### config.mk
export PLATFORM = sky130hd
export DESIGN_NAME = rv_core_top
export DESIGN_NICKNAME = d
export VERILOG_FILES = /design/src/design/rv_core_pkg.sv /design/src/design/fetch_unit.sv /design/src/design/reg_file.sv /design/src/design/alu.sv /design/src/design/hazard_unit.sv /design/src/design/decode_stage.sv /design/src/design/execute_stage.sv /design/src/design/mem_wb_stage.sv /design/src/design/rv_core_top.sv
export SDC_FILE = /design/constraint.sdc
export NUM_CORES = 2
export LEC_CHECK = 0
export BUFFER_PORTS_ARGS = -buffer_cell sky130_fd_sc_hd__buf_2
export CELL_PAD_IN_SITES_DETAIL_PLACEMENT = 1
export CELL_PAD_IN_SITES_GLOBAL_PLACEMENT = 2
export CORE_MARGIN = 2
export CORE_UTILIZATION = 42
export DETAILED_ROUTE_END_ITERATION = 7
export PLACE_DENSITY_LB_ADDON = 0.05
export SYNTH_ARGS = -nofsm -noshare
export SYNTH_HDL_FRONTEND = slang
export SYNTH_SLANG_ARGS = --single-unit
### constraint.sdc
create_clock -name clk -period 8.75 [get_ports clk]
set_input_delay 1.75 -clock clk [delete_from_list [all_inputs] [get_ports clk]]
set_output_delay 1.75 -clock clk [all_outputs]
set_load 0.02 [all_outputs]
### src/design/rv_core_pkg.sv
package rv_core_pkg;

    localparam int XLEN       = 32;
    localparam int REG_ADDR_W = 5;

    // ADDI x0, x0, 0
    localparam logic [XLEN-1:0] NOP_INSTR = 32'h0000_0013;

    typedef enum logic [6:0] {
        OPC_OP     = 7'b0110011,
        OPC_OP_IMM = 7'b0010011,
        OPC_LUI    = 7'b0110111,
        OPC_AUIPC  = 7'b0010111,
        OPC_LOAD   = 7'b0000011,
        OPC_STORE  = 7'b0100011
    } opcode_e;

    typedef enum logic [3:0] {
        ALU_ADD,
        ALU_SUB,
        ALU_SLL,
        ALU_SLT,
        ALU_SLTU,
        ALU_XOR,
        ALU_SRL,
        ALU_SRA,
        ALU_OR,
        ALU_AND,
        ALU_PASS_B
    } alu_op_e;

    // Source of an execute operand
    typedef enum logic [1:0] {
        FWD_ID_EX  = 2'd0,
        FWD_EX_MEM = 2'd1,
        FWD_MEM_WB = 2'd2
    } fwd_sel_e;

    // ==============================
    // Instruction formats
    // ==============================

    typedef struct packed {
        logic [6:0]            funct7;
        logic [REG_ADDR_W-1:0] rs2;
        logic [REG_ADDR_W-1:0] rs1;
        logic [2:0]            funct3;
        logic [REG_ADDR_W-1:0] rd;
        logic [6:0]            opcode;
    } r_fmt_t;

    typedef struct packed {
        logic [11:0]           imm;
        logic [REG_ADDR_W-1:0] rs1;
        logic [2:0]            funct3;
        logic [REG_ADDR_W-1:0] rd;
        logic [6:0]            opcode;
    } i_fmt_t;

    typedef struct packed {
        logic [6:0]            imm_hi;
        logic [REG_ADDR_W-1:0] rs2;
        logic [REG_ADDR_W-1:0] rs1;
        logic [2:0]            funct3;
        logic [4:0]            imm_lo;
        logic [6:0]            opcode;
    } s_fmt_t;

    typedef struct packed {
        logic [19:0]           imm;
        logic [REG_ADDR_W-1:0] rd;
        logic [6:0]            opcode;
    } u_fmt_t;

    typedef union packed {
        r_fmt_t r;
        i_fmt_t i;
        s_fmt_t s;
        u_fmt_t u;
    } instr_u;

    // ==============================
    // Pipeline registers
    // ==============================

    typedef struct packed {
        logic    reg_write;
        logic    mem_read;
        logic    mem_write;
        logic    alu_src_imm;
        logic    op1_pc;
        alu_op_e alu_op;
    } ctrl_t;

    typedef struct packed {
        logic [XLEN-1:0] pc;
        logic [XLEN-1:0] instr;
    } if_id_t;

    typedef struct packed {
        ctrl_t                 ctrl;
        logic [XLEN-1:0]       pc;
        logic [REG_ADDR_W-1:0] rs1;
        logic [REG_ADDR_W-1:0] rs2;
        logic [REG_ADDR_W-1:0] rd;
        logic [XLEN-1:0]       rs1_data;
        logic [XLEN-1:0]       rs2_data;
        logic [XLEN-1:0]       imm;
    } id_ex_t;

    typedef struct packed {
        logic                  reg_write;
        logic                  mem_read;
        logic                  mem_write;
        logic [REG_ADDR_W-1:0] rd;
        logic [XLEN-1:0]       alu_result;
        logic [XLEN-1:0]       store_data;
    } ex_mem_t;

    typedef struct packed {
        logic                  reg_write;
        logic                  mem_read;
        logic [REG_ADDR_W-1:0] rd;
        logic [XLEN-1:0]       result;
    } mem_wb_t;

    typedef struct packed {
        logic [XLEN-1:0] addr;
        logic [XLEN-1:0] wdata;
        logic            we;
        logic            re;
    } dmem_req_t;

endpackage

### src/design/fetch_unit.sv
`timescale 1ns/1ps

module fetch_unit #(
    parameter logic [rv_core_pkg::XLEN-1:0] RESET_PC = '0
) (
    input  logic                         clk,
    input  logic                         reset_i,
    input  logic                         stall_i,
    input  logic [rv_core_pkg::XLEN-1:0] imem_data_i,
    output logic [rv_core_pkg::XLEN-1:0] imem_addr_o,
    output rv_core_pkg::if_id_t          if_id_o
);

    logic [rv_core_pkg::XLEN-1:0] pc_q;

    // PC and IF/ID advance together, both frozen on a load-use stall
    always_ff @(posedge clk) begin
        if (reset_i) begin
            pc_q          <= RESET_PC;
            if_id_o.pc    <= RESET_PC;
            if_id_o.instr <= rv_core_pkg::NOP_INSTR;
        end else if (!stall_i) begin
            pc_q          <= pc_q + rv_core_pkg::XLEN'(4);
            if_id_o.pc    <= pc_q;
            if_id_o.instr <= imem_data_i;
        end
    end

    // Instruction memory answers in the same cycle
    assign imem_addr_o = pc_q;

endmodule

### src/design/reg_file.sv
`timescale 1ns/1ps

module reg_file (
    input  logic                               clk,
    input  logic                               reset_i,
    input  logic                               we_i,
    input  logic [rv_core_pkg::REG_ADDR_W-1:0] waddr_i,
    input  logic [rv_core_pkg::XLEN-1:0]       wdata_i,
    input  logic [rv_core_pkg::REG_ADDR_W-1:0] raddr1_i,
    input  logic [rv_core_pkg::REG_ADDR_W-1:0] raddr2_i,
    output logic [rv_core_pkg::XLEN-1:0]       rdata1_o,
    output logic [rv_core_pkg::XLEN-1:0]       rdata2_o
);

    logic [rv_core_pkg::XLEN-1:0] regs_q [32];

    always_ff @(posedge clk) begin
        if (reset_i) begin
            regs_q <= '{default: '0};
        end else if (we_i && waddr_i != '0) begin
            regs_q[waddr_i] <= wdata_i;
        end
    end

    // Write-before-read bypass, x0 hardwired
    assign rdata1_o = (raddr1_i == '0) ? '0 :
                      (we_i && waddr_i == raddr1_i) ? wdata_i : regs_q[raddr1_i];
    assign rdata2_o = (raddr2_i == '0) ? '0 :
                      (we_i && waddr_i == raddr2_i) ? wdata_i : regs_q[raddr2_i];

endmodule

### src/design/alu.sv
`timescale 1ns/1ps

module alu (
    input  rv_core_pkg::alu_op_e          op_i,
    input  logic [rv_core_pkg::XLEN-1:0]  a_i,
    input  logic [rv_core_pkg::XLEN-1:0]  b_i,
    output logic [rv_core_pkg::XLEN-1:0]  result_o
);

    logic [4:0] shamt;

    assign shamt = b_i[4:0];

    always_comb begin
        case (op_i)
            rv_core_pkg::ALU_ADD:    result_o = a_i + b_i;
            rv_core_pkg::ALU_SUB:    result_o = a_i - b_i;
            rv_core_pkg::ALU_SLL:    result_o = a_i << shamt;
            rv_core_pkg::ALU_SLT:    result_o = {31'b0, $signed(a_i) < $signed(b_i)};
            rv_core_pkg::ALU_SLTU:   result_o = {31'b0, a_i < b_i};
            rv_core_pkg::ALU_XOR:    result_o = a_i ^ b_i;
            rv_core_pkg::ALU_SRL:    result_o = a_i >> shamt;
            rv_core_pkg::ALU_SRA:    result_o = $unsigned($signed(a_i) >>> shamt);
            rv_core_pkg::ALU_OR:     result_o = a_i | b_i;
            rv_core_pkg::ALU_AND:    result_o = a_i & b_i;
            // LUI passes the upper immediate straight through
            rv_core_pkg::ALU_PASS_B: result_o = b_i;
            default:                 result_o = '0;
        endcase
    end

endmodule

### src/design/hazard_unit.sv
`timescale 1ns/1ps

module hazard_unit (
    input  logic [rv_core_pkg::REG_ADDR_W-1:0] rs1_i,
    input  logic [rv_core_pkg::REG_ADDR_W-1:0] rs2_i,
    input  rv_core_pkg::id_ex_t                id_ex_i,
    input  rv_core_pkg::ex_mem_t               ex_mem_i,
    input  rv_core_pkg::mem_wb_t               mem_wb_i,
    output logic                               stall_o,
    output rv_core_pkg::fwd_sel_e              fwd_a_o,
    output rv_core_pkg::fwd_sel_e              fwd_b_o
);

    // Youngest producer wins, loads only forward from writeback
    function automatic rv_core_pkg::fwd_sel_e fwd_pick(
        input logic [rv_core_pkg::REG_ADDR_W-1:0] rs,
        input rv_core_pkg::ex_mem_t               ex_mem,
        input rv_core_pkg::mem_wb_t               mem_wb
    );
        if (rs == '0) begin
            return rv_core_pkg::FWD_ID_EX;
        end
        if (ex_mem.reg_write && !ex_mem.mem_read && ex_mem.rd == rs) begin
            return rv_core_pkg::FWD_EX_MEM;
        end
        if (mem_wb.reg_write && mem_wb.rd == rs) begin
            return rv_core_pkg::FWD_MEM_WB;
        end
        return rv_core_pkg::FWD_ID_EX;
    endfunction

    assign fwd_a_o = fwd_pick(id_ex_i.rs1, ex_mem_i, mem_wb_i);
    assign fwd_b_o = fwd_pick(id_ex_i.rs2, ex_mem_i, mem_wb_i);

    // Load-use, one bubble lets the load reach writeback
    assign stall_o = id_ex_i.ctrl.mem_read && id_ex_i.rd != '0
                     && (id_ex_i.rd == rs1_i || id_ex_i.rd == rs2_i);

endmodule

### src/design/decode_stage.sv
`timescale 1ns/1ps

module decode_stage (
    input  logic                               clk,
    input  logic                               reset_i,
    input  logic                               stall_i,
    input  rv_core_pkg::if_id_t                if_id_i,
    input  rv_core_pkg::mem_wb_t               mem_wb_i,
    output logic [rv_core_pkg::REG_ADDR_W-1:0] rs1_o,
    output logic [rv_core_pkg::REG_ADDR_W-1:0] rs2_o,
    output rv_core_pkg::id_ex_t                id_ex_o
);

    rv_core_pkg::instr_u          instr;
    rv_core_pkg::ctrl_t           ctrl;
    logic [rv_core_pkg::XLEN-1:0] imm;
    logic [rv_core_pkg::XLEN-1:0] rs1_data;
    logic [rv_core_pkg::XLEN-1:0] rs2_data;
    logic                         shift_f3;
    logic                         f7_base;
    logic                         f7_alt;

    function automatic rv_core_pkg::alu_op_e alu_sel(input logic [2:0] f3, input logic alt);
        case (f3)
            3'b000:  return alt ? rv_core_pkg::ALU_SUB : rv_core_pkg::ALU_ADD;
            3'b001:  return rv_core_pkg::ALU_SLL;
            3'b010:  return rv_core_pkg::ALU_SLT;
            3'b011:  return rv_core_pkg::ALU_SLTU;
            3'b100:  return rv_core_pkg::ALU_XOR;
            3'b101:  return alt ? rv_core_pkg::ALU_SRA : rv_core_pkg::ALU_SRL;
            3'b110:  return rv_core_pkg::ALU_OR;
            default: return rv_core_pkg::ALU_AND;
        endcase
    endfunction

    assign instr    = if_id_i.instr;
    assign shift_f3 = instr.r.funct3 == 3'b001 || instr.r.funct3 == 3'b101;
    assign f7_base  = instr.r.funct7 == 7'h00;
    // funct7 of 0x20 only selects SUB and SRA
    assign f7_alt   = instr.r.funct7 == 7'h20
                      && (instr.r.funct3 == 3'b000 || instr.r.funct3 == 3'b101);

    // Control decode, anything unrecognized stays a no-op
    always_comb begin
        ctrl  = '0;
        imm   = '0;
        rs1_o = '0;
        rs2_o = '0;
        case (instr.r.opcode)
            rv_core_pkg::OPC_OP: begin
                if (f7_base || f7_alt) begin
                    ctrl.reg_write = 1'b1;
                    ctrl.alu_op    = alu_sel(instr.r.funct3, instr.r.funct7[5]);
                    rs1_o          = instr.r.rs1;
                    rs2_o          = instr.r.rs2;
                end
            end
            rv_core_pkg::OPC_OP_IMM: begin
                // Shift amounts reuse the upper immediate bits as funct7
                if (!shift_f3 || f7_base || (f7_alt && instr.r.funct3 == 3'b101)) begin
                    ctrl.reg_write   = 1'b1;
                    ctrl.alu_src_imm = 1'b1;
                    ctrl.alu_op      = alu_sel(instr.r.funct3, shift_f3 && instr.r.funct7[5]);
                    imm              = {{20{instr.i.imm[11]}}, instr.i.imm};
                    rs1_o            = instr.i.rs1;
                end
            end
            rv_core_pkg::OPC_LUI, rv_core_pkg::OPC_AUIPC: begin
                ctrl.reg_write   = 1'b1;
                ctrl.alu_src_imm = 1'b1;
                ctrl.op1_pc      = instr.u.opcode == rv_core_pkg::OPC_AUIPC;
                ctrl.alu_op      = ctrl.op1_pc ? rv_core_pkg::ALU_ADD : rv_core_pkg::ALU_PASS_B;
                imm              = {instr.u.imm, 12'b0};
            end
            rv_core_pkg::OPC_LOAD: begin
                if (instr.i.funct3 == 3'b010) begin
                    ctrl.reg_write   = 1'b1;
                    ctrl.mem_read    = 1'b1;
                    ctrl.alu_src_imm = 1'b1;
                    imm              = {{20{instr.i.imm[11]}}, instr.i.imm};
                    rs1_o            = instr.i.rs1;
                end
            end
            rv_core_pkg::OPC_STORE: begin
                if (instr.s.funct3 == 3'b010) begin
                    ctrl.mem_write   = 1'b1;
                    ctrl.alu_src_imm = 1'b1;
                    imm              = {{20{instr.s.imm_hi[6]}}, instr.s.imm_hi, instr.s.imm_lo};
                    rs1_o            = instr.s.rs1;
                    rs2_o            = instr.s.rs2;
                end
            end
            default: ;
        endcase
    end

    reg_file u_reg_file (
        .clk      (clk),
        .reset_i  (reset_i),
        .we_i     (mem_wb_i.reg_write),
        .waddr_i  (mem_wb_i.rd),
        .wdata_i  (mem_wb_i.result),
        .raddr1_i (rs1_o),
        .raddr2_i (rs2_o),
        .rdata1_o (rs1_data),
        .rdata2_o (rs2_data)
    );

    // ID/EX register, a stall inserts a bubble
    always_ff @(posedge clk) begin
        if (reset_i || stall_i) begin
            id_ex_o.ctrl <= '0;
        end else begin
            id_ex_o.ctrl <= ctrl;
        end
        id_ex_o.pc       <= if_id_i.pc;
        id_ex_o.rs1      <= rs1_o;
        id_ex_o.rs2      <= rs2_o;
        id_ex_o.rd       <= instr.r.rd;
        id_ex_o.rs1_data <= rs1_data;
        id_ex_o.rs2_data <= rs2_data;
        id_ex_o.imm      <= imm;
    end

endmodule

### src/design/execute_stage.sv
`timescale 1ns/1ps

module execute_stage (
    input  logic                         clk,
    input  logic                         reset_i,
    input  rv_core_pkg::id_ex_t          id_ex_i,
    input  rv_core_pkg::fwd_sel_e        fwd_a_i,
    input  rv_core_pkg::fwd_sel_e        fwd_b_i,
    input  logic [rv_core_pkg::XLEN-1:0] wb_data_i,
    output rv_core_pkg::ex_mem_t         ex_mem_o
);

    logic [rv_core_pkg::XLEN-1:0] src_a;
    logic [rv_core_pkg::XLEN-1:0] src_b;
    logic [rv_core_pkg::XLEN-1:0] op_a;
    logic [rv_core_pkg::XLEN-1:0] op_b;
    logic [rv_core_pkg::XLEN-1:0] alu_result;

    function automatic logic [rv_core_pkg::XLEN-1:0] fwd_mux(
        input rv_core_pkg::fwd_sel_e        sel,
        input logic [rv_core_pkg::XLEN-1:0] stage_val,
        input logic [rv_core_pkg::XLEN-1:0] ex_mem_val,
        input logic [rv_core_pkg::XLEN-1:0] wb_val
    );
        case (sel)
            rv_core_pkg::FWD_EX_MEM: return ex_mem_val;
            rv_core_pkg::FWD_MEM_WB: return wb_val;
            default:                 return stage_val;
        endcase
    endfunction

    // ==============================
    // Operand forwarding and select
    // ==============================
    assign src_a = fwd_mux(fwd_a_i, id_ex_i.rs1_data, ex_mem_o.alu_result, wb_data_i);
    assign src_b = fwd_mux(fwd_b_i, id_ex_i.rs2_data, ex_mem_o.alu_result, wb_data_i);

    assign op_a = id_ex_i.ctrl.op1_pc ? id_ex_i.pc : src_a;
    assign op_b = id_ex_i.ctrl.alu_src_imm ? id_ex_i.imm : src_b;

    alu u_alu (
        .op_i     (id_ex_i.ctrl.alu_op),
        .a_i      (op_a),
        .b_i      (op_b),
        .result_o (alu_result)
    );

    // EX/MEM register, store data is the forwarded rs2
    always_ff @(posedge clk) begin
        if (reset_i) begin
            ex_mem_o.reg_write <= 1'b0;
            ex_mem_o.mem_read  <= 1'b0;
            ex_mem_o.mem_write <= 1'b0;
        end else begin
            ex_mem_o.reg_write <= id_ex_i.ctrl.reg_write;
            ex_mem_o.mem_read  <= id_ex_i.ctrl.mem_read;
            ex_mem_o.mem_write <= id_ex_i.ctrl.mem_write;
        end
        ex_mem_o.rd         <= id_ex_i.rd;
        ex_mem_o.alu_result <= alu_result;
        ex_mem_o.store_data <= src_b;
    end

endmodule

### src/design/mem_wb_stage.sv
`timescale 1ns/1ps

module mem_wb_stage (
    input  logic                         clk,
    input  logic                         reset_i,
    input  rv_core_pkg::ex_mem_t         ex_mem_i,
    input  logic [rv_core_pkg::XLEN-1:0] dmem_rdata_i,
    output rv_core_pkg::dmem_req_t       dmem_req_o,
    output rv_core_pkg::mem_wb_t         mem_wb_o,
    output logic [rv_core_pkg::XLEN-1:0] wb_data_o
);

    rv_core_pkg::mem_wb_t mem_wb_q;

    // Data memory request straight from EX/MEM
    assign dmem_req_o.addr  = ex_mem_i.alu_result;
    assign dmem_req_o.wdata = ex_mem_i.store_data;
    assign dmem_req_o.we    = ex_mem_i.mem_write;
    assign dmem_req_o.re    = ex_mem_i.mem_read;

    always_ff @(posedge clk) begin
        if (reset_i) begin
            mem_wb_q.reg_write <= 1'b0;
            mem_wb_q.mem_read  <= 1'b0;
        end else begin
            mem_wb_q.reg_write <= ex_mem_i.reg_write;
            mem_wb_q.mem_read  <= ex_mem_i.mem_read;
        end
        mem_wb_q.rd     <= ex_mem_i.rd;
        mem_wb_q.result <= ex_mem_i.alu_result;
    end

    // Load data arrives one cycle after the read, during writeback
    assign wb_data_o = mem_wb_q.mem_read ? dmem_rdata_i : mem_wb_q.result;

    always_comb begin
        mem_wb_o        = mem_wb_q;
        mem_wb_o.result = wb_data_o;
    end

endmodule

### src/design/rv_core_top.sv
`timescale 1ns/1ps

module rv_core_top #(
    parameter logic [rv_core_pkg::XLEN-1:0] RESET_PC = '0
) (
    input  logic                         clk,
    input  logic                         reset_i,
    output logic [rv_core_pkg::XLEN-1:0] imem_addr_o,
    input  logic [rv_core_pkg::XLEN-1:0] imem_data_i,
    output rv_core_pkg::dmem_req_t       dmem_req_o,
    input  logic [rv_core_pkg::XLEN-1:0] dmem_rdata_i
);

    rv_core_pkg::if_id_t                if_id;
    rv_core_pkg::id_ex_t                id_ex;
    rv_core_pkg::ex_mem_t               ex_mem;
    rv_core_pkg::mem_wb_t               mem_wb;
    rv_core_pkg::fwd_sel_e              fwd_a;
    rv_core_pkg::fwd_sel_e              fwd_b;
    logic [rv_core_pkg::REG_ADDR_W-1:0] rs1_id;
    logic [rv_core_pkg::REG_ADDR_W-1:0] rs2_id;
    logic [rv_core_pkg::XLEN-1:0]       wb_data;
    logic                               stall;

    // ==============================
    // Pipeline stages
    // ==============================

    fetch_unit #(
        .RESET_PC (RESET_PC)
    ) u_fetch (
        .clk         (clk),
        .reset_i     (reset_i),
        .stall_i     (stall),
        .imem_data_i (imem_data_i),
        .imem_addr_o (imem_addr_o),
        .if_id_o     (if_id)
    );

    decode_stage u_decode (
        .clk      (clk),
        .reset_i  (reset_i),
        .stall_i  (stall),
        .if_id_i  (if_id),
        .mem_wb_i (mem_wb),
        .rs1_o    (rs1_id),
        .rs2_o    (rs2_id),
        .id_ex_o  (id_ex)
    );

    execute_stage u_execute (
        .clk       (clk),
        .reset_i   (reset_i),
        .id_ex_i   (id_ex),
        .fwd_a_i   (fwd_a),
        .fwd_b_i   (fwd_b),
        .wb_data_i (wb_data),
        .ex_mem_o  (ex_mem)
    );

    mem_wb_stage u_mem_wb (
        .clk          (clk),
        .reset_i      (reset_i),
        .ex_mem_i     (ex_mem),
        .dmem_rdata_i (dmem_rdata_i),
        .dmem_req_o   (dmem_req_o),
        .mem_wb_o     (mem_wb),
        .wb_data_o    (wb_data)
    );

    hazard_unit u_hazard (
        .rs1_i    (rs1_id),
        .rs2_i    (rs2_id),
        .id_ex_i  (id_ex),
        .ex_mem_i (ex_mem),
        .mem_wb_i (mem_wb),
        .stall_o  (stall),
        .fwd_a_o  (fwd_a),
        .fwd_b_o  (fwd_b)
    );

endmodule

==> run summary <==
The synthesized instance count is 8770. Setup total negative slack on the finished layout was measured at 0 ps. During I/O placement, the number of pins put on the boundary was 164. The number of nets in the final layout came out at 8523.

The CTS tree is done. The root buffer cell chosen for the clock tree is sky130_fd_sc_hd__clkbuf_16. The via count of the first global-routing pass came to 70500. The die covers 176000 um2.

The number of endpoints with negative hold slack in the final report is 0. The area growth from synthesis to layout came out at 10.4%. The power density over cell area came out at 176 nW/um2. The maximum root-to-sink buffer count is 3. The number of hold buffers added after cts is 0.

The number of CTS-inserted buffers is 160. Counting flops with an async set or reset pin after synthesis yields a share of 0. The number of iterations in the first detailed-routing pass came out at 6.

For this configuration, the core starts out at a cell density of 0.422. The remaining design rule violation count came out at 0. The critical path goes through xor2_1 -> nor4_1 -> nand3_1 -> ha_1 -> nand2b_1 -> buf_4 -> o22ai_1 -> nor2_1 -> ha_1 -> o21a_1 -> o31ai_1 -> o211ai_1 -> a211oi_1 -> nor2_1 -> o21ai_1 -> a21oi_1 -> o221a_1 -> a2111oi_1 -> o22ai_1. The initial antenna violation count is 37. Grouping stages by cell kind, the critical path spends the most delay in compound AO/OA/AOI/OAI gates. Among all stages on the critical path, the largest delay is contributed by sky130_fd_sc_hd__a211oi_1.

The level count of the clock H-tree is 4. The leakage power came out at 0.0289 uW. The number of clock sinks is 1377. The total number of vias came out at 73300. The first global-routing pass estimated 533000 um of wire. The path class of the tightest hold or removal check is register to register.

The routability congestion estimate from global placement came out at 1.01. The fraction of layout instances using a drive strength above 1 came out at 0.103. The count of nets left with antenna violations once routing finished came out at 0.

Together, buffers and inverters on the worst path number 1. Setup violations remaining at the end of the flow were counted as 0. The synthesized netlist occupies a cell area of 72400 um2. During synthesis, Yosys emitted a total of 0 warnings. The detailed-route vias per instance is 6.79. The maximum clock frequency is 0.136 GHz.

The total power of the final layout is 14100 uW. The number of enable flip-flop cells after synthesis is 0. In this run the post-CTS setup repair buffer count came out at 0.

The chip width is 419 um. The half-perimeter wire length of the detailed placement result came out at 237000 um. The count of instances resized after the clock tree is built is 0. The post-layout minimum cycle time is 7350 ps. The count of maximum capacitance violations is 0. The post-route fraction of the period consumed by the critical path came out at 0.840. The total number of placement rows came out at 152.

The worst endpoint data arrival time is 8040 ps. At the end of the flow the core is filled with cells to 0.466. The startpoint type of the worst setup path is a register.

The commonest register cell after synthesis is sky130_fd_sc_hd__dfxtp_1. For this run, the register share of the synthesized area comes to 0.381. The max-slew headroom at the worst pin came out at 0.0393. The average size of a mapped cell is 8.26 um2.

At the pin with the least slew margin, the transition time is 1400 ps. The pin count of the biggest net entering global routing is 165. Setup repair after global routing left no endpoint under its margin.

The critical path is of the register to register type. Once routing completed, OpenROAD measured the worst setup slack at 1400 ps. The run finished with clean final reports.

In this run the worst path has a maximum fanout of 18. The delay contributed by the slowest stage of the critical path is 970 ps. IR analysis of the VDD net gives a maximum drop of 0.000223 V. The core outline area came out at 172000 um2. The height of the die is 419 um.

STA classifies the critical path endpoint as a register. The post-synthesis register bit count came out at 1377. The required time of the critical path came out at 9440 ps.

The worst slack at placement came out at 1630 ps. The final-report max-slew violation count is 0. Summed over all layers, the global routing overflow is 0. Dividing the detail-routed wire length by the instance count gives 35.1 um. The clock-pin slew on the worst setup and hold paths came out at 60 ps. The global-route total usage across every layer came out at 0.417. The later-pin clock latency in the skew report is 850 ps. The number of port buffers came out at 161. The iteration-0 DRC count of the detailed router is 8882. The total routed wirelength came out at 379000 um. In this run, distinct cell masters in the synthesized netlist total 105. The worst-case clock skew is 37.8 ps.
[metal layers]
metal,track usage,share of wire,vias up
li1,-,-,31500
met4,0.227,0.061,22
met5,0,0.00036,-
met3,0.0836,0.091,1050
met1,0.558,0.42,36900
met2,0.628,0.43,3911
[logic make-up after synthesis]
logic type | synth area share
buffers and inverters | 0.0672
AOI/OAI and AO/OA | 0.265
xor gates and xnor gates | 0.00750
adders and majority gates | 0.0182
and+or+nand+nor | 0.159
other | 0.0000518
muxes | 0.102
DFF | 0.381
[sequential cells by signal, indices dropped and copies added (netlist names)]
| name | cells |
|---|---|
| u_decode.id_ex_o | 150 |
| u_decode.u_reg_file.regs_q | 1024 |
| u_execute.ex_mem_o | 72 |
| u_fetch.if_id_o | 62 |
| u_fetch.imem_addr_o | 30 |
| u_mem_wb.mem_wb_o | 7 |
| u_mem_wb.mem_wb_q | 32 |
[cell usage in the layout, fill, tap and decap left out, types with 50 or more instances in the layout]
master                      netlist  final
sky130_fd_sc_hd__a211oi_1      1009   1009
sky130_fd_sc_hd__a21oi_1        275    274
sky130_fd_sc_hd__a221oi_1        94     94
sky130_fd_sc_hd__a22oi_1         64     64
sky130_fd_sc_hd__a31oi_1         87     87
sky130_fd_sc_hd__buf_2          125    160
sky130_fd_sc_hd__buf_4           94    225
sky130_fd_sc_hd__clkbuf_16        0    165
sky130_fd_sc_hd__dfxtp_1       1377   1374
sky130_fd_sc_hd__ha_1           102    101
sky130_fd_sc_hd__inv_1          138    136
sky130_fd_sc_hd__mux2_2          50     50
sky130_fd_sc_hd__mux2i_1        651    619
sky130_fd_sc_hd__nand2_1        797    788
sky130_fd_sc_hd__nand3_1        246    240
sky130_fd_sc_hd__nor2_1        1283   1247
sky130_fd_sc_hd__nor2b_1         75     75
sky130_fd_sc_hd__nor3_1          51     50
sky130_fd_sc_hd__o211ai_1        68     68
sky130_fd_sc_hd__o21ai_0        234    234
sky130_fd_sc_hd__o221ai_1       222    222
sky130_fd_sc_hd__o22ai_1        305    305
sky130_fd_sc_hd__o32ai_1         54     54
[power breakdown]
| part | switching (uW) | leakage [uW] | total, uW | internal (uW) |
|---|---|---|---|---|
| Sequential | 56.6 | 0.0111 | 6360 | 6300 |
| Clock | 2950 | 0.00262 | 6940 | 3990 |
| Combinational | 604 | 0.0151 | 808 | 204 |
| Total | 3610 | 0.0289 | 14100 | 10500 |
[final cells by class]
cell class / instances / area (um2)
antenna: 11 / 27.5
clock buffer: 242 / 4790
clock inverter: 47 / 538
fill: 20000 / 91600
inverter: 148 / 583
multi-input combinational: 6271 / 40900
sequential: 1377 / 27600
tap: 2310 / 2890
timing repair buffer: 395 / 2690
[worst paths after layout]
path | startpoint | end | slack [ps] | cells past startpoint
hold / removal | u_fetch.if_id_o[34]$_SDFFE_PP0N_ | u_decode.id_ex_o[113]$_DFF_P_ | 350 | 0
setup / recovery | u_mem_wb.mem_wb_o[34]$_DFF_P_ | u_execute.ex_mem_o[63]$_SDFF_PN0_ | 1400 | 19
setup reg to reg | u_mem_wb.mem_wb_o[34]$_DFF_P_ | u_execute.ex_mem_o[63]$_SDFF_PN0_ | 1400 | 19
hold reg to reg | u_fetch.if_id_o[34]$_SDFFE_PP0N_ | u_decode.id_ex_o[113]$_DFF_P_ | 350 | 0
[cell usage after synthesis (all sizes together), types with 40 or more instances]
cell type,number,share of area
a211oi,1010,0.10
a21o,40,0.0041
a21oi,275,0.019
a221oi,94,0.011
a22oi,64,0.0066
a31oi,87,0.0075
buf,284,0.024
clkbuf,691,0.036
dfxtp,1377,0.38
ha,102,0.018
inv,144,0.0075
mux2,52,0.0081
mux2i,651,0.090
nand2,803,0.042
nand3,247,0.017
nand4,41,0.0035
nor2,1286,0.067
nor2b,76,0.0067
nor3,55,0.0042
nor4,46,0.0045
o211ai,68,0.0070
o21ai,245,0.017
o221ai,222,0.027
o22ai,305,0.026
o32ai,56,0.0070
[metrics by stage]
| stage | instance area, um2 | hold WS, ps | instances |
|---|---|---|---|
| 2_1_floorplan | 72400 | 331 | 8771 |
| 4_1_cts | 80000 | 353 | 10800 |
| 3_3_place_gp | 74600 | 337 | 10500 |
| 6_report | 80000 | 355 | 10800 |
| 3_5_place_dp | 74600 | 339 | 10500 |
| 5_1_grt | 80000 | 360 | 10800 |
Power figures use the tool's default switching activity.
